===== src/boot_rom.hex =====
// Boot ROM image, one 32-bit word per line in hex, word index 0 to 63
// Word n encodes addi x1, x0, n
00000093
00100093
00200093
00300093
00400093
00500093
00600093
00700093
00800093
00900093
00a00093
00b00093
00c00093
00d00093
00e00093
00f00093
01000093
01100093
01200093
01300093
01400093
01500093
01600093
01700093
01800093
01900093
01a00093
01b00093
01c00093
01d00093
01e00093
01f00093
02000093
02100093
02200093
02300093
02400093
02500093
02600093
02700093
02800093
02900093
02a00093
02b00093
02c00093
02d00093
02e00093
02f00093
03000093
03100093
03200093
03300093
03400093
03500093
03600093
03700093
03800093
03900093
03a00093
03b00093
03c00093
03d00093
03e00093
03f00093


===== src/mem_pkg.sv =====
/*
 * Instruction memory package
 * Address and data widths, boot ROM geometry and the request and
 * response structs between the fetch unit and instruction memory
 */

package mem_pkg;

    localparam int    ADDR_WIDTH      = 32;
    localparam int    DATA_WIDTH      = 32;
    localparam int    ROM_WORDS       = 64;
    localparam int    ROM_INDEX_WIDTH = $clog2(ROM_WORDS);
    localparam string ROM_FILE        = "/design/src/boot_rom.hex";

    typedef struct packed {
        logic                  en;
        logic [ADDR_WIDTH-1:0] addr;
    } mem_req_t;

    typedef struct packed {
        logic                  valid;
        logic [DATA_WIDTH-1:0] data;
    } mem_rsp_t;

endpackage


===== src/fetch_pkg.sv =====
/*
 * Fetch package
 * Reset PC, instruction FIFO depth, the redirect request and the
 * (pc, instruction) bundle carried from fetch to dispatch
 */

package fetch_pkg;

    import mem_pkg::*;

    localparam logic [ADDR_WIDTH-1:0] RESET_PC        = '0;
    localparam int                    INSN_FIFO_DEPTH = 8;

    // Redirect from a later stage, target is word aligned
    typedef struct packed {
        logic                  valid;
        logic [ADDR_WIDTH-1:0] target;
    } redirect_t;

    typedef struct packed {
        logic [ADDR_WIDTH-1:0] pc;
        logic [DATA_WIDTH-1:0] insn;
    } fetch_bundle_t;

endpackage


===== src/insn_fifo.sv =====
/*
 * Instruction FIFO
 * Circular buffer of fetch bundles between fetch and dispatch.
 * Pointers carry an extra wrap bit to tell full from empty.
 * Flush empties the buffer and wins over write and acknowledge.
 */

`timescale 1ns/10ps

module insn_fifo #(
    parameter int DEPTH = fetch_pkg::INSN_FIFO_DEPTH
) (
    input  logic                     clk,
    input  logic                     i_arst_n,
    input  logic                     i_flush,
    input  logic                     i_we,
    input  fetch_pkg::fetch_bundle_t i_data,
    input  logic                     i_ack,
    output fetch_pkg::fetch_bundle_t o_data,
    output logic                     o_valid,
    output logic                     o_full
);

    import fetch_pkg::*;

    localparam int PTR_W = $clog2(DEPTH);

    fetch_bundle_t  mem [DEPTH];
    logic [PTR_W:0] wr_ptr_r;
    logic [PTR_W:0] rd_ptr_r;
    logic           push;
    logic           pop;
    logic           same_index;
    logic           wrap_differs;

    assign same_index   = wr_ptr_r[PTR_W-1:0] == rd_ptr_r[PTR_W-1:0];
    assign wrap_differs = wr_ptr_r[PTR_W] != rd_ptr_r[PTR_W];

    assign o_valid = wr_ptr_r != rd_ptr_r;
    assign o_full  = same_index && wrap_differs;

    // Writes while full are dropped, the producer retries
    assign push = i_we && !o_full;
    assign pop  = i_ack && o_valid;

    assign o_data = mem[rd_ptr_r[PTR_W-1:0]];

    always_ff @(posedge clk or negedge i_arst_n) begin
        if (!i_arst_n) begin
            wr_ptr_r <= '0;
            rd_ptr_r <= '0;
        end else if (i_flush) begin
            wr_ptr_r <= '0;
            rd_ptr_r <= '0;
        end else begin
            if (push) begin
                wr_ptr_r <= wr_ptr_r + 1'b1;
            end
            if (pop) begin
                rd_ptr_r <= rd_ptr_r + 1'b1;
            end
        end
    end

    // Entry storage
    always_ff @(posedge clk) begin
        if (push && !i_flush) begin
            mem[wr_ptr_r[PTR_W-1:0]] <= i_data;
        end
    end

endmodule


===== src/fetch_unit.sv =====
/*
 * Fetch unit
 * Selects the next PC, drives the instruction memory request and
 * pushes each returned word, tagged with its pc, into the
 * instruction FIFO. The FIFO head is presented to dispatch.
 */

`timescale 1ns/10ps

module fetch_unit (
    input  logic                     clk,
    input  logic                     i_arst_n,
    input  fetch_pkg::redirect_t     i_redirect,
    input  mem_pkg::mem_rsp_t        i_mem_rsp,
    output mem_pkg::mem_req_t        o_mem_req,
    input  logic                     i_dispatch_stall,
    output fetch_pkg::fetch_bundle_t o_dispatch,
    output logic                     o_dispatch_valid
);

    import mem_pkg::*;
    import fetch_pkg::*;

    logic [ADDR_WIDTH-1:0] pc_r;
    logic [ADDR_WIDTH-1:0] next_pc;
    logic [ADDR_WIDTH-1:0] data_pc_r;
    logic                  redirect_r;
    logic                  data_valid;
    logic                  fifo_full;
    logic                  fifo_we;
    logic                  dispatch_ack;
    fetch_bundle_t         fifo_wdata;

    // The cycle after a redirect behaves as if data came back
    assign data_valid = i_mem_rsp.valid || redirect_r;

    always_comb begin
        if (i_redirect.valid) begin
            next_pc = i_redirect.target;
        end else if (data_valid && !fifo_full) begin
            next_pc = pc_r + ADDR_WIDTH'(4);
        end else begin
            next_pc = pc_r;
        end
    end

    // Reset counts as a redirect to RESET_PC so the first word is fetched once
    always_ff @(posedge clk or negedge i_arst_n) begin
        if (!i_arst_n) begin
            pc_r       <= RESET_PC;
            redirect_r <= 1'b1;
        end else begin
            pc_r       <= next_pc;
            redirect_r <= i_redirect.valid;
        end
    end

    // pc of the word that memory returns next cycle
    always_ff @(posedge clk) begin
        if (!fifo_full) begin
            data_pc_r <= pc_r;
        end
    end

    // On back-pressure, re-request the word whose write was refused
    always_comb begin
        o_mem_req.en   = !i_redirect.valid;
        o_mem_req.addr = (fifo_full || !data_valid) ? data_pc_r : pc_r;
    end

    assign fifo_we         = i_mem_rsp.valid && !fifo_full;
    assign fifo_wdata.pc   = data_pc_r;
    assign fifo_wdata.insn = i_mem_rsp.data;
    assign dispatch_ack    = !i_dispatch_stall;

    insn_fifo #(
        .DEPTH(INSN_FIFO_DEPTH)
    ) u_insn_fifo (
        .clk     (clk),
        .i_arst_n(i_arst_n),
        .i_flush (i_redirect.valid),
        .i_we    (fifo_we),
        .i_data  (fifo_wdata),
        .i_ack   (dispatch_ack),
        .o_data  (o_dispatch),
        .o_valid (o_dispatch_valid),
        .o_full  (fifo_full)
    );

endmodule


===== src/boot_rom.sv =====
/*
 * Boot ROM
 * Word-indexed instruction memory filled from a hex image.
 * Read data and valid are registered, one cycle after the request.
 */

`timescale 1ns/10ps

module boot_rom (
    input  logic              clk,
    input  logic              i_arst_n,
    input  mem_pkg::mem_req_t i_req,
    output mem_pkg::mem_rsp_t o_rsp
);

    import mem_pkg::*;

    logic [DATA_WIDTH-1:0]      rom [ROM_WORDS];
    logic [ROM_INDEX_WIDTH-1:0] index;
    logic [DATA_WIDTH-1:0]      data_r;
    logic                       valid_r;

    initial begin
        $readmemh(ROM_FILE, rom);
    end

    // Byte address to word index, upper bits alias
    assign index = i_req.addr[ROM_INDEX_WIDTH+1:2];

    always_ff @(posedge clk) begin
        if (i_req.en) begin
            data_r <= rom[index];
        end
    end

    always_ff @(posedge clk or negedge i_arst_n) begin
        if (!i_arst_n) begin
            valid_r <= 1'b0;
        end else begin
            valid_r <= i_req.en;
        end
    end

    assign o_rsp = '{valid: valid_r, data: data_r};

endmodule


===== src/fetch_top.sv =====
/*
 * Fetch front end top level
 * Joins the fetch unit to the boot ROM and exposes the redirect
 * input and the dispatch handshake
 */

`timescale 1ns/10ps

module fetch_top (
    input  logic                     clk,
    input  logic                     i_arst_n,
    input  fetch_pkg::redirect_t     i_redirect,
    input  logic                     i_dispatch_stall,
    output fetch_pkg::fetch_bundle_t o_dispatch,
    output logic                     o_dispatch_valid
);

    import mem_pkg::*;

    mem_req_t mem_req;
    mem_rsp_t mem_rsp;

    fetch_unit u_fetch_unit (
        .clk             (clk),
        .i_arst_n        (i_arst_n),
        .i_redirect      (i_redirect),
        .i_mem_rsp       (mem_rsp),
        .o_mem_req       (mem_req),
        .i_dispatch_stall(i_dispatch_stall),
        .o_dispatch      (o_dispatch),
        .o_dispatch_valid(o_dispatch_valid)
    );

    boot_rom u_boot_rom (
        .clk     (clk),
        .i_arst_n(i_arst_n),
        .i_req   (mem_req),
        .o_rsp   (mem_rsp)
    );

endmodule


===== config.mk =====
export PLATFORM = sky130hd
export DESIGN_NAME = fetch_top
export DESIGN_NICKNAME = d
export VERILOG_FILES = /design/src/mem_pkg.sv /design/src/fetch_pkg.sv /design/src/insn_fifo.sv /design/src/fetch_unit.sv /design/src/boot_rom.sv /design/src/fetch_top.sv
export SDC_FILE = /design/constraint.sdc
export NUM_CORES = 1
export LEC_CHECK = 0
export BUFFER_PORTS_ARGS = -buffer_cell sky130_fd_sc_hd__buf_2
export CAP_MARGIN = 5
export CORE_AREA = 5 5 169 171
export CTS_CLUSTER_SIZE = 28
export DETAILED_ROUTE_END_ITERATION = 16
export DIE_AREA = 0 0 174 176
export GPL_ROUTABILITY_DRIVEN = 0
export PLACE_DENSITY = 0.77
export SLEW_MARGIN = 20
export SYNTH_ARGS = -nofsm -noshare
export SYNTH_HDL_FRONTEND = slang
export SYNTH_SLANG_ARGS = --single-unit
export TNS_END_PERCENT = 30

===== constraint.sdc =====
create_clock -name clk -period 10.2 [get_ports clk]
set_input_delay 2.04 -clock clk [delete_from_list [all_inputs] [get_ports clk]]
set_output_delay 2.04 -clock clk [all_outputs]
set_load 0.02 [all_outputs]

==> results_dict.tcl, run 1 <==
set metrics [dict create \
    status "completed" \
    worst_setup_path_end_kind "output pin" \
    drt_iter0_drc 552 \
    crit_path_max_fanout 36 \
    fp.dieH_um 176 \
    r2r-start "u_fetch_unit.u_insn_fifo.rd_ptr_r[1]" \
    synth_async_sr_flop_share_pct 12.7 \
    synth_area_leaders "edfxtp_1 66%, mux4_2 11%, dfrtp_1 7.8%" \
    path_clk_slew_ns 0.06 \
    max_cap_violations 0 \
    synth.distinct_cells 35 \
    start_util_pct 49.2 \
    drt_wl_total_um 24900 \
    path_cells "buf_4 > mux4_2 > mux2_2 > buf_2" \
    clock_latency_ns 0.50 \
    vias 6324 \
    skew_ns 0.0120 \
    ir_worst_vdd_mv 0.124 \
    crit_path_max_incr_delay_ns 0.83 \
    min_from "u_fetch_unit.pc_r[0]" \
    antenna_cells 0 \
    tightest_slew_ns 1.03 \
    dr.pass1.iters 5 \
    holdPathEnd "u_fetch_unit.data_pc_r[0]" \
    drive_gt1_share_pct 30.8 \
    yosysWarningCount 0 \
    io_pins 101 \
    synthFlopType "edfxtp_1" \
    ctsResizeCount 0 \
    cpLargestDelayFamily "multiplexers" \
    hold_viol_final 0 \
    ant_nets 0 \
    dp_slack_ns 5.45 \
    nets 816 \
    setup_violations 0 \
    yosysTopAreaCell "edfxtp_1" \
    grt_pass1_vias 6705 \
    nFillCells 1989 \
    synth_edf_count 288 \
    vias_per_cell 5.53 \
    cp_slowest_cell "dfrtp_4" \
    core_area_um2 26700 \
    period_needed_ns 5.20 \
    p_leak_nw 5.09 \
    synth_area_um2 13100 \
    grt_max_degree 63 \
    fin_ws_ns 5.00 \
    worst-setup-path-type "reg -> out" \
    rsz0062_at_grt "false" \
    die_w_um 174 \
    slew_headroom_pct 31.6 \
    synth-seq-area-share_pct 73.8 \
    numCtsBuffers 34 \
    whs_path_depth 0 \
    critPathLaunchType "flip-flop" \
    final_common_cell "edfxtp_1" \
    cts_root_buf "clkbuf_16" \
    cts_sinks 330 \
    reg2reg_slack_ns 6.20 \
    dieArea_um2 30600 \
    synth-seq-cells 330 \
    required_ns 8.16 \
    area_delta_synth_final_pct 13.9 \
    cp.arrival_ns 3.16 \
    post_cts_buffers 0 \
    synth_top_area_share_pct 65.8 \
    power_mw 3.26 \
    antenna_found_initial 0 \
    grt_pass1_wl_um 39200 \
    fin_tns_setup_ns 0 \
    htreeDepth 2 \
    core.rowCount 60 \
    power_density_nw_per_um2 218 \
    syn-mean-instance-area_um2 19.0 \
    syn-instance-count 693 \
    grt.total_usage_pct 16.6 \
    port_buffers 68 \
    r2r_cells 7 \
    min_period_over_period_pct 51.0 \
    hold_buffers 0 \
    worstHoldPathType "reg -> reg" \
    r2r-end "u_fetch_unit.u_insn_fifo.mem[7][41]" \
    clk_path_buf_depth 3 \
    dpl.hpwl_um 14400 \
    grt-ovfl-total 0 \
    most-common-layout-cells "288 x edfxtp_1, 68 x buf_2, 64 x mux4_2, 38 x dfrtp_1" \
    crit_buf_inv 2 \
    cts_tree "built" \
    drcViolationCount 0 \
    wl_per_cell_um 21.8 \
    slew_viol_final 0 \
    clock.fmax_ghz 0.192 \
]
-- how the worst max path moves through the flow --
stage,from,end,slack (ns),cells past startpoint
2_1_floorplan,i_redirect[32],u_fetch_unit.u_insn_fifo.mem[6][32],4.14,3
3_3_place_gp,u_fetch_unit.u_insn_fifo.rd_ptr_r[0],o_dispatch[59],5.47,4
3_5_place_dp,u_fetch_unit.u_insn_fifo.rd_ptr_r[0],o_dispatch[61],5.45,4
4_1_cts,u_fetch_unit.u_insn_fifo.rd_ptr_r[0],o_dispatch[61],4.88,4
5_1_grt,u_fetch_unit.u_insn_fifo.rd_ptr_r[0],o_dispatch[62],4.76,4
6_report,u_fetch_unit.u_insn_fifo.rd_ptr_r[0],o_dispatch[59],5.00,4
-- report_power, final --
part,internal [mW],switching (mW),leakage [nW]
Combinational,0.179,0.180,1.33
Sequential,1.54,0.0781,3.18
Clock,0.803,0.482,0.582
Total,2.52,0.740,5.09
-- synth_stat cells, types with 4 or more instances --
master,number
o21ai_1,4
nand3_1,12
xnor2_1,12
buf_4,33
a31oi_1,4
o21ai_0,25
dfrtp_1,41
xor2_1,23
inv_1,6
buf_2,11
and3_1,4
nor2_1,17
clkbuf_1,18
edfxtp_1,288
mux4_2,64
or3_1,6
nand2_1,37
nand4_1,22
mux2_2,36
-- metrics by stage --
stage | hold WS [ns] | utilization, % | instances | cell area, um^2
2_1_floorplan | 0.421 | - | 724 | 13300
3_3_place_gp | 0.435 | 51.6 | 1082 | 13800
3_5_place_dp | 0.444 | 51.6 | 1082 | 13800
4_1_cts | 0.460 | 56.0 | 1143 | 15000
5_1_grt | 0.488 | 56.0 | 1143 | 15000
6_report | 0.454 | 56.0 | 1143 | 15000
-- layer usage --
| layer | up-vias | share of wire (%) | track usage, % |
|---|---|---|---|
| li1 | 2836 | - | - |
| met3 | 32 | 5.9 | 2.98 |
| met2 | 224 | 51 | 28.0 |
| met4 | 0 | 1.9 | 4.32 |
| met1 | 3232 | 42 | 22.6 |
| met5 | - | 0 | 0 |
-- logic make-up (layout without fill, tap and decap cells) --
family / Yosys count / in the layout / share of synthesized area (%)
flip-flops: 330 / 330 / 73.8
AND/OR/NAND/NOR: 115 / 115 / 4.64
multiplexers: 103 / 103 / 14.3
buffers and inverters: 70 / 148 / 3.05
AO/OA/AOI/OAI: 36 / 36 / 1.61
XOR/XNOR: 35 / 35 / 2.33
adder cells (fa/ha/maj): 3 / 3 / 0.286
other: 1 / 32 / 0.0285
-- registers in the layout, summed over array words and instances (netlist names) --
name and cells:
u_fetch_unit.u_insn_fifo.mem 256, u_fetch_unit.data_pc_r 32, u_fetch_unit.pc_r 32, u_fetch_unit.u_insn_fifo.rd_ptr_r 4, u_fetch_unit.u_insn_fifo.wr_ptr_r 4, u_boot_rom.valid_r 1
u_fetch_unit.redirect_r 1
-- area by class of cell --
class | count | area (um^2) | share of cell area, %
tap | 341 | 427 | 2.85
clock buffer | 46 | 980 | 6.54
timing repair buffer | 81 | 438 | 2.92
clock inverter | 15 | 206 | 1.38
sequential | 330 | 9710 | 64.8
inverter | 6 | 22.5 | 0.150
multi-input combinational | 324 | 3200 | 21.3
(Power assumes the default switching activity.)
==> inputs of run 2 (changes only) <==
PLACE_DENSITY = 0.8   (was 0.77)
clock period = 4.25 ns   (was 10.2 ns; I/O delays follow)
==> run 2 against run 1 <==
Non-clock buffer count up 6. Critical path depth stayed put. Total power grew 130%. Clock skew barely moved. Clock power rose by 120%. Final cell count increased by 0.17%. Critical endpoint unchanged. Highest routed layer unchanged.
==> results_dict.tcl, run 2 (synthesis gave the netlist of run 1 again) <==
set metrics [dict create \
    die_w_um 174 \
    clk_path_buf_depth 3 \
    hold_buffers 0 \
    clock.fmax_ghz 0.281 \
    power.switching_mw 1.78 \
    power_density_nw_per_um2 509 \
    dieArea_um2 30600 \
    multi_input_area_um2 3210 \
    antenna_found_initial 0 \
    p_leak_nw 5.06 \
    switching_share_pct 23.4 \
    largest_reg_flops 256 \
    drt_wl_total_um 26400 \
    vias 6490 \
    cts_tree "built" \
    grt-ovfl-total 0 \
    crit_path_max_incr_delay_ns 0.67 \
    seq_power_share_pct 50.6 \
    worstHoldPathType "in -> async" \
    min_period_over_period_pct 83.8 \
    dr.pass1.iters 5 \
    drt_iter0_drc 592 \
    cp_slowest_cell "dfrtp_4" \
    grt_max_degree 68 \
    worst_setup_path_end_kind "output pin" \
    port_buffers 68 \
    nets 819 \
    hold_viol_final 0 \
    cpLargestDelayFamily "multiplexers" \
    wl_per_cell_um 23.0 \
    path_cells "buf_12 > mux4_2 > mux2_2 > buf_2" \
    ir_worst_vdd_mv 0.347 \
    cp.arrival_ns 2.71 \
    worst-setup-path-type "reg -> out" \
    antenna_cells 0 \
    core.rowCount 60 \
    grt_pass1_wl_um 40600 \
    tightest_slew_ns 0.967 \
    setup_violations 0 \
    power_mw 7.61 \
    slew_headroom_pct 35.6 \
    status "completed" \
    post_cts_buffers 0 \
    regArea_um2 9710 \
    ant_nets 0 \
    period_needed_ns 3.56 \
    clock_latency_ns 0.54 \
    grt_pass1_vias 6837 \
    crit_path_max_fanout 50 \
    final_common_cell "edfxtp_1" \
    numCtsBuffers 31 \
    htreeDepth 1 \
    path_clk_slew_ns 0.07 \
    io_pins 101 \
    pwr-share-comb_pct 12.1 \
    cts_root_buf "clkbuf_16" \
    cts_sinks 330 \
    fp.dieH_um 176 \
    ctsResizeCount 0 \
    rsz0062_at_grt "false" \
    fin_tns_setup_ns 0 \
    drcViolationCount 0 \
    grt.total_usage_pct 17.2 \
    slew_viol_final 0 \
    drive_gt1_share_pct 30.7 \
    dpl.hpwl_um 15500 \
    nFillCells 1936 \
    core_area_um2 26700 \
    clkPwrFrac_pct 37.4 \
    most-common-layout-cells "288 x edfxtp_1, 67 x buf_2, 64 x mux4_2, 39 x dfrtp_1, 37 x nand2_1" \
    intPower_mw 5.83 \
    crit_buf_inv 2 \
    critPathLaunchType "flip-flop" \
    skew_ns 0.0121 \
    area_delta_synth_final_pct 13.7 \
    max_cap_violations 0 \
    required_ns 3.40 \
    start_util_pct 49.2 \
    vias_per_cell 5.67 \
]
-- run 2: changes by cell type in the layout (fill, tap and decap cells not counted), moves of 2 or more --
cell        previous run  this run
clkbuf_8               2         0
clkinv_2               6         4
clkinv_1               2         8
buf_4                 13        17
clkbuf_16             37        31
clkinvlp_4             1         3
clkinv_4               0         2
clkbuf_1               7         2
buf_12                 0         3
-- run 2: area by class of cell --
cell class                      instances  area share (%)
Clock buffer                           33            5.24
Clock inverter                         24            1.88
Inverter                                6           0.151
Multi-Input combinational cell        324            21.5
Sequential cell                       330            64.9
Tap cell                              341            2.85
Timing Repair Buffer                   87            3.50
-- run 2: final timing paths --
| kind | startpoint | endpoint | slack (ns) | cells after the start |
|---|---|---|---|---|
| worst max-delay path | u_fetch_unit.u_insn_fifo.rd_ptr_r[0] | o_dispatch[59] | 0.69 | 4 |
| worst min-delay path | i_arst_n | u_fetch_unit.pc_r[19] | 0.33 | 1 |
| max in group asynchronous | i_arst_n | u_fetch_unit.u_insn_fifo.rd_ptr_r[0] | 3.45 | 1 |
| min in group clk | u_fetch_unit.pc_r[1] | u_fetch_unit.data_pc_r[1] | 0.45 | 0 |
| worst max register to register | u_fetch_unit.u_insn_fifo.rd_ptr_r[0] | u_fetch_unit.u_insn_fifo.mem[7][40] | 1.20 | 6 |
| worst min register to register | u_fetch_unit.pc_r[1] | u_fetch_unit.data_pc_r[1] | 0.45 | 0 |
-- run 2: metal layers --
layer | vias to the layer above | GRT usage [%] | wire (um)
met5 | - | 0 | 0
met4 | 0 | 3.63 | 394
met3 | 27 | 2.40 | 1610
met2 | 242 | 29.9 | 13400
met1 | 3370 | 23.7 | 10900
li1 | 2851 | - | -
-- run 2: metrics by stage --
| step | cells | hold WS [ns] | utilization, % | setup slack, ns | instance area, um^2 |
|---|---|---|---|---|---|
| 3_5_place_dp | 1088 | 0.437 | 52.0 | 1.20 | 13900 |
| 4_1_cts | 1145 | 0.447 | 55.9 | 0.620 | 15000 |
| 2_1_floorplan | 724 | 0.421 | - | -0.605 | 13300 |
| 5_1_grt | 1145 | 0.347 | 56.0 | 0.523 | 15000 |
| 3_3_place_gp | 1088 | 0.428 | 52.0 | 1.21 | 13900 |
| 6_report | 1145 | 0.327 | 56.0 | 0.689 | 15000 |
-- run 2: power groups by stage --
stage               clock network, mW  registers (mW)  logic (mW)
floorplan                           0            3.83       0.749
global placement                    0            3.90       0.921
detailed placement                  0            3.91       0.933
CTS                              2.89            3.85       0.941
global route                     3.05            3.87       0.994
finish                           2.84            3.85       0.918
==> inputs of run 3 (changes only) <==
ABC_AREA = 1   (was default)
CORE_AREA = 5 5 174 176   (was 5 5 169 171)
DIE_AREA = 0 0 179 181   (was 0 0 174 176)
PLACE_DENSITY = 0.77   (was 0.8)
clock period = 3.65 ns   (was 4.25 ns; I/O delays follow)
==> run 3 against run 2 <==
Global-route usage is 2.0 points higher. Via count is 47% higher. Synthesized cell count is 84% higher. Area after synthesis is 6.6% higher. Critical path type unchanged. Clock-buffer cell count is 2 higher. Combinational power is 150% higher. Core utilization is 0.94 points lower.
==> results_dict.tcl, run 3 <==
set metrics [dict create \
    antenna_cells 0 \
    fp.dieH_um 181 \
    path_clk_slew_ns 0.06 \
    dieArea_um2 32400 \
    cts_sinks 330 \
    vias_per_cell 5.49 \
    fin_ws_ns 0.384 \
    worst-setup-path-type "reg -> out" \
    worstHoldPathType "in -> async" \
    crit_path_start "u_fetch_unit.u_insn_fifo.rd_ptr_r[0]" \
    wl_per_cell_um 18.1 \
    io_pins 101 \
    die_w_um 179 \
    final_common_cell "nand2_1" \
    core_area_um2 28500 \
    port_buffers 68 \
    start_util_pct 49.2 \
    hold_viol_final 0 \
    synth_area_leaders "edfxtp_1 62%, nand2_1 8.1%, dfrtp_1 7.3%" \
    post_cts_buffers 0 \
    slew_viol_final 0 \
    cts_root_buf "clkbuf_16" \
    post-synth-top-count-cell "nand2_1" \
    wl_met2_um 14600 \
    power.switching_mw 3.17 \
    dp_slack_ns 0.895 \
    synth_common_cells "303 x nand2_1, 288 x edfxtp_1, 194 x nor2_1" \
    syn-mean-instance-area_um2 11.0 \
    regArea_um2 9700 \
    dpl.hpwl_um 19000 \
    skew_ns 0.0221 \
    clkPwrFrac_pct 29.9 \
    drcViolationCount 0 \
    synthFlopType "edfxtp_1" \
    synth_top_area_share_pct 61.7 \
    dr.pass1.iters 5 \
    max_cap_violations 0 \
    clk_path_buf_depth 3 \
    synth.distinct_cells 33 \
    numCtsBuffers 31 \
    required_ns 2.92 \
    min_period_over_period_pct 89.5 \
    intPower_mw 6.68 \
    yosysWarningCount 0 \
    ctsResizeCount 0 \
    synth_async_sr_flop_share_pct 12.7 \
    grt.total_usage_pct 19.2 \
    most-common-layout-cells "303 x nand2_1, 288 x edfxtp_1, 189 x nor2_1, 147 x o21ai_0, 68 x buf_2" \
    grt_max_degree 100 \
    nFillCells 2331 \
    multi_input_area_um2 3850 \
    p_leak_nw 5.83 \
    switching_share_pct 32.2 \
    pwr-share-comb_pct 23.0 \
    clock_latency_ns 0.57 \
    drive_gt1_share_pct 11.8 \
    tightest_slew_ns 0.708 \
    grt_pass1_wl_um 49400 \
    synth_edf_count 288 \
    synth-seq-area-share_pct 69.2 \
    wl_met3_um 2810 \
    yosysTopAreaCell "edfxtp_1" \
    cts_tree "built" \
    drt_wl_total_um 31400 \
    vias 9561 \
    critPathLaunchType "flip-flop" \
    power_density_nw_per_um2 629 \
    status "completed" \
    drt_iter0_drc 960 \
    seq_power_share_pct 47.1 \
    slew_headroom_pct 52.8 \
    hold_buffers 0 \
    area_delta_synth_final_pct 11.7 \
    grt-ovfl-total 0 \
    worst_setup_path_end_kind "output pin" \
    cp.arrival_ns 2.54 \
    setup_violations 0 \
    ant_nets 0 \
    clock.fmax_ghz 0.306 \
    period_needed_ns 3.27 \
    synth_area_um2 14000 \
    ir_worst_vdd_mv 0.518 \
    crit_path_max_fanout 99 \
    antenna_found_initial 0 \
    htreeDepth 1 \
    top_layer_used "met4" \
    grt_pass1_vias 9176 \
    core.rowCount 62 \
    finish.utilization_pct 55.0 \
    r2r-start "u_fetch_unit.u_insn_fifo.rd_ptr_r[0]" \
    nets 1372 \
    synth-seq-cells 330 \
    syn-instance-count 1274 \
    largest_reg_flops 256 \
    rsz0062_at_grt "false" \
    wl_met1_um 13200 \
]
[run 3: worst paths after layout]
kind	endpoint	slack (ns)	cells past startpoint
min	u_fetch_unit.pc_r[29]	0.20	1
min reg2reg	u_fetch_unit.data_pc_r[1]	0.47	0
max	o_dispatch[63]	0.38	6
max reg2reg	u_fetch_unit.pc_r[6]	0.86	9
max in group asynchronous	u_fetch_unit.pc_r[30]	2.76	2
min in group clk	u_fetch_unit.pc_r[0]	0.44	3
[run 3: power groups by stage]
stage               sequential, mW  combinational (mW)  clock (mW)
CTS                           4.63                2.28        2.99
global route                  4.67                2.51        3.14
floorplan                     4.58                1.61           0
global placement              4.70                2.22           0
detailed placement            4.71                2.27           0
finish                        4.64                2.26        2.95
[run 3: metrics by stage]
step	setup TNS, ns	instances	hold WS, ns	instance area [um^2]	power (mW)
floorplan	-40.94	1305	0.425	14100	6.19
global placement	0	1684	0.435	14700	6.92
detailed placement	0	1684	0.447	14700	6.98
CTS	0	1740	0.206	15700	9.91
global route	0	1740	0.230	15700	10.3
finish	0	1740	0.202	15700	9.85
[run 3: critical path: stages, from the launching register on]
cell and delay [ns]:
dfrtp_4 0.65, buf_12 0.38, o21ai_0 0.19, o22ai_1 0.26, nand2_1 0.09, nand2_1 0.15, buf_2 0.19
[run 3: cell families (layout without fill, tap and decap cells)]
kind of cell,count (synthesis),count (layout),synth area share (%)
and+or+nand+nor,571,571,16.4
DFF,330,330,69.2
AOI/OAI and AO/OA,231,231,8.84
buffers and inverters,128,179,4.55
xor gates and xnor gates,10,10,0.678
adders and majority gates,3,3,0.268
other,1,32,0.0268
[run 3: per-layer routing]
layer | vias up | track usage, %
li1 | 4479 | -
met1 | 4549 | 27.9
met2 | 478 | 30.5
met3 | 55 | 2.65
met4 | 0 | 5.19
met5 | - | 0
[run 3: area by class of cell]
type                            count  area share, %
Clock buffer                       35           5.05
Clock inverter                     21          0.831
Inverter                           33          0.815
Multi-Input combinational cell    847           24.6
Sequential cell                   330           62.0
Tap cell                          384           3.07
Timing Repair Buffer               90           3.71
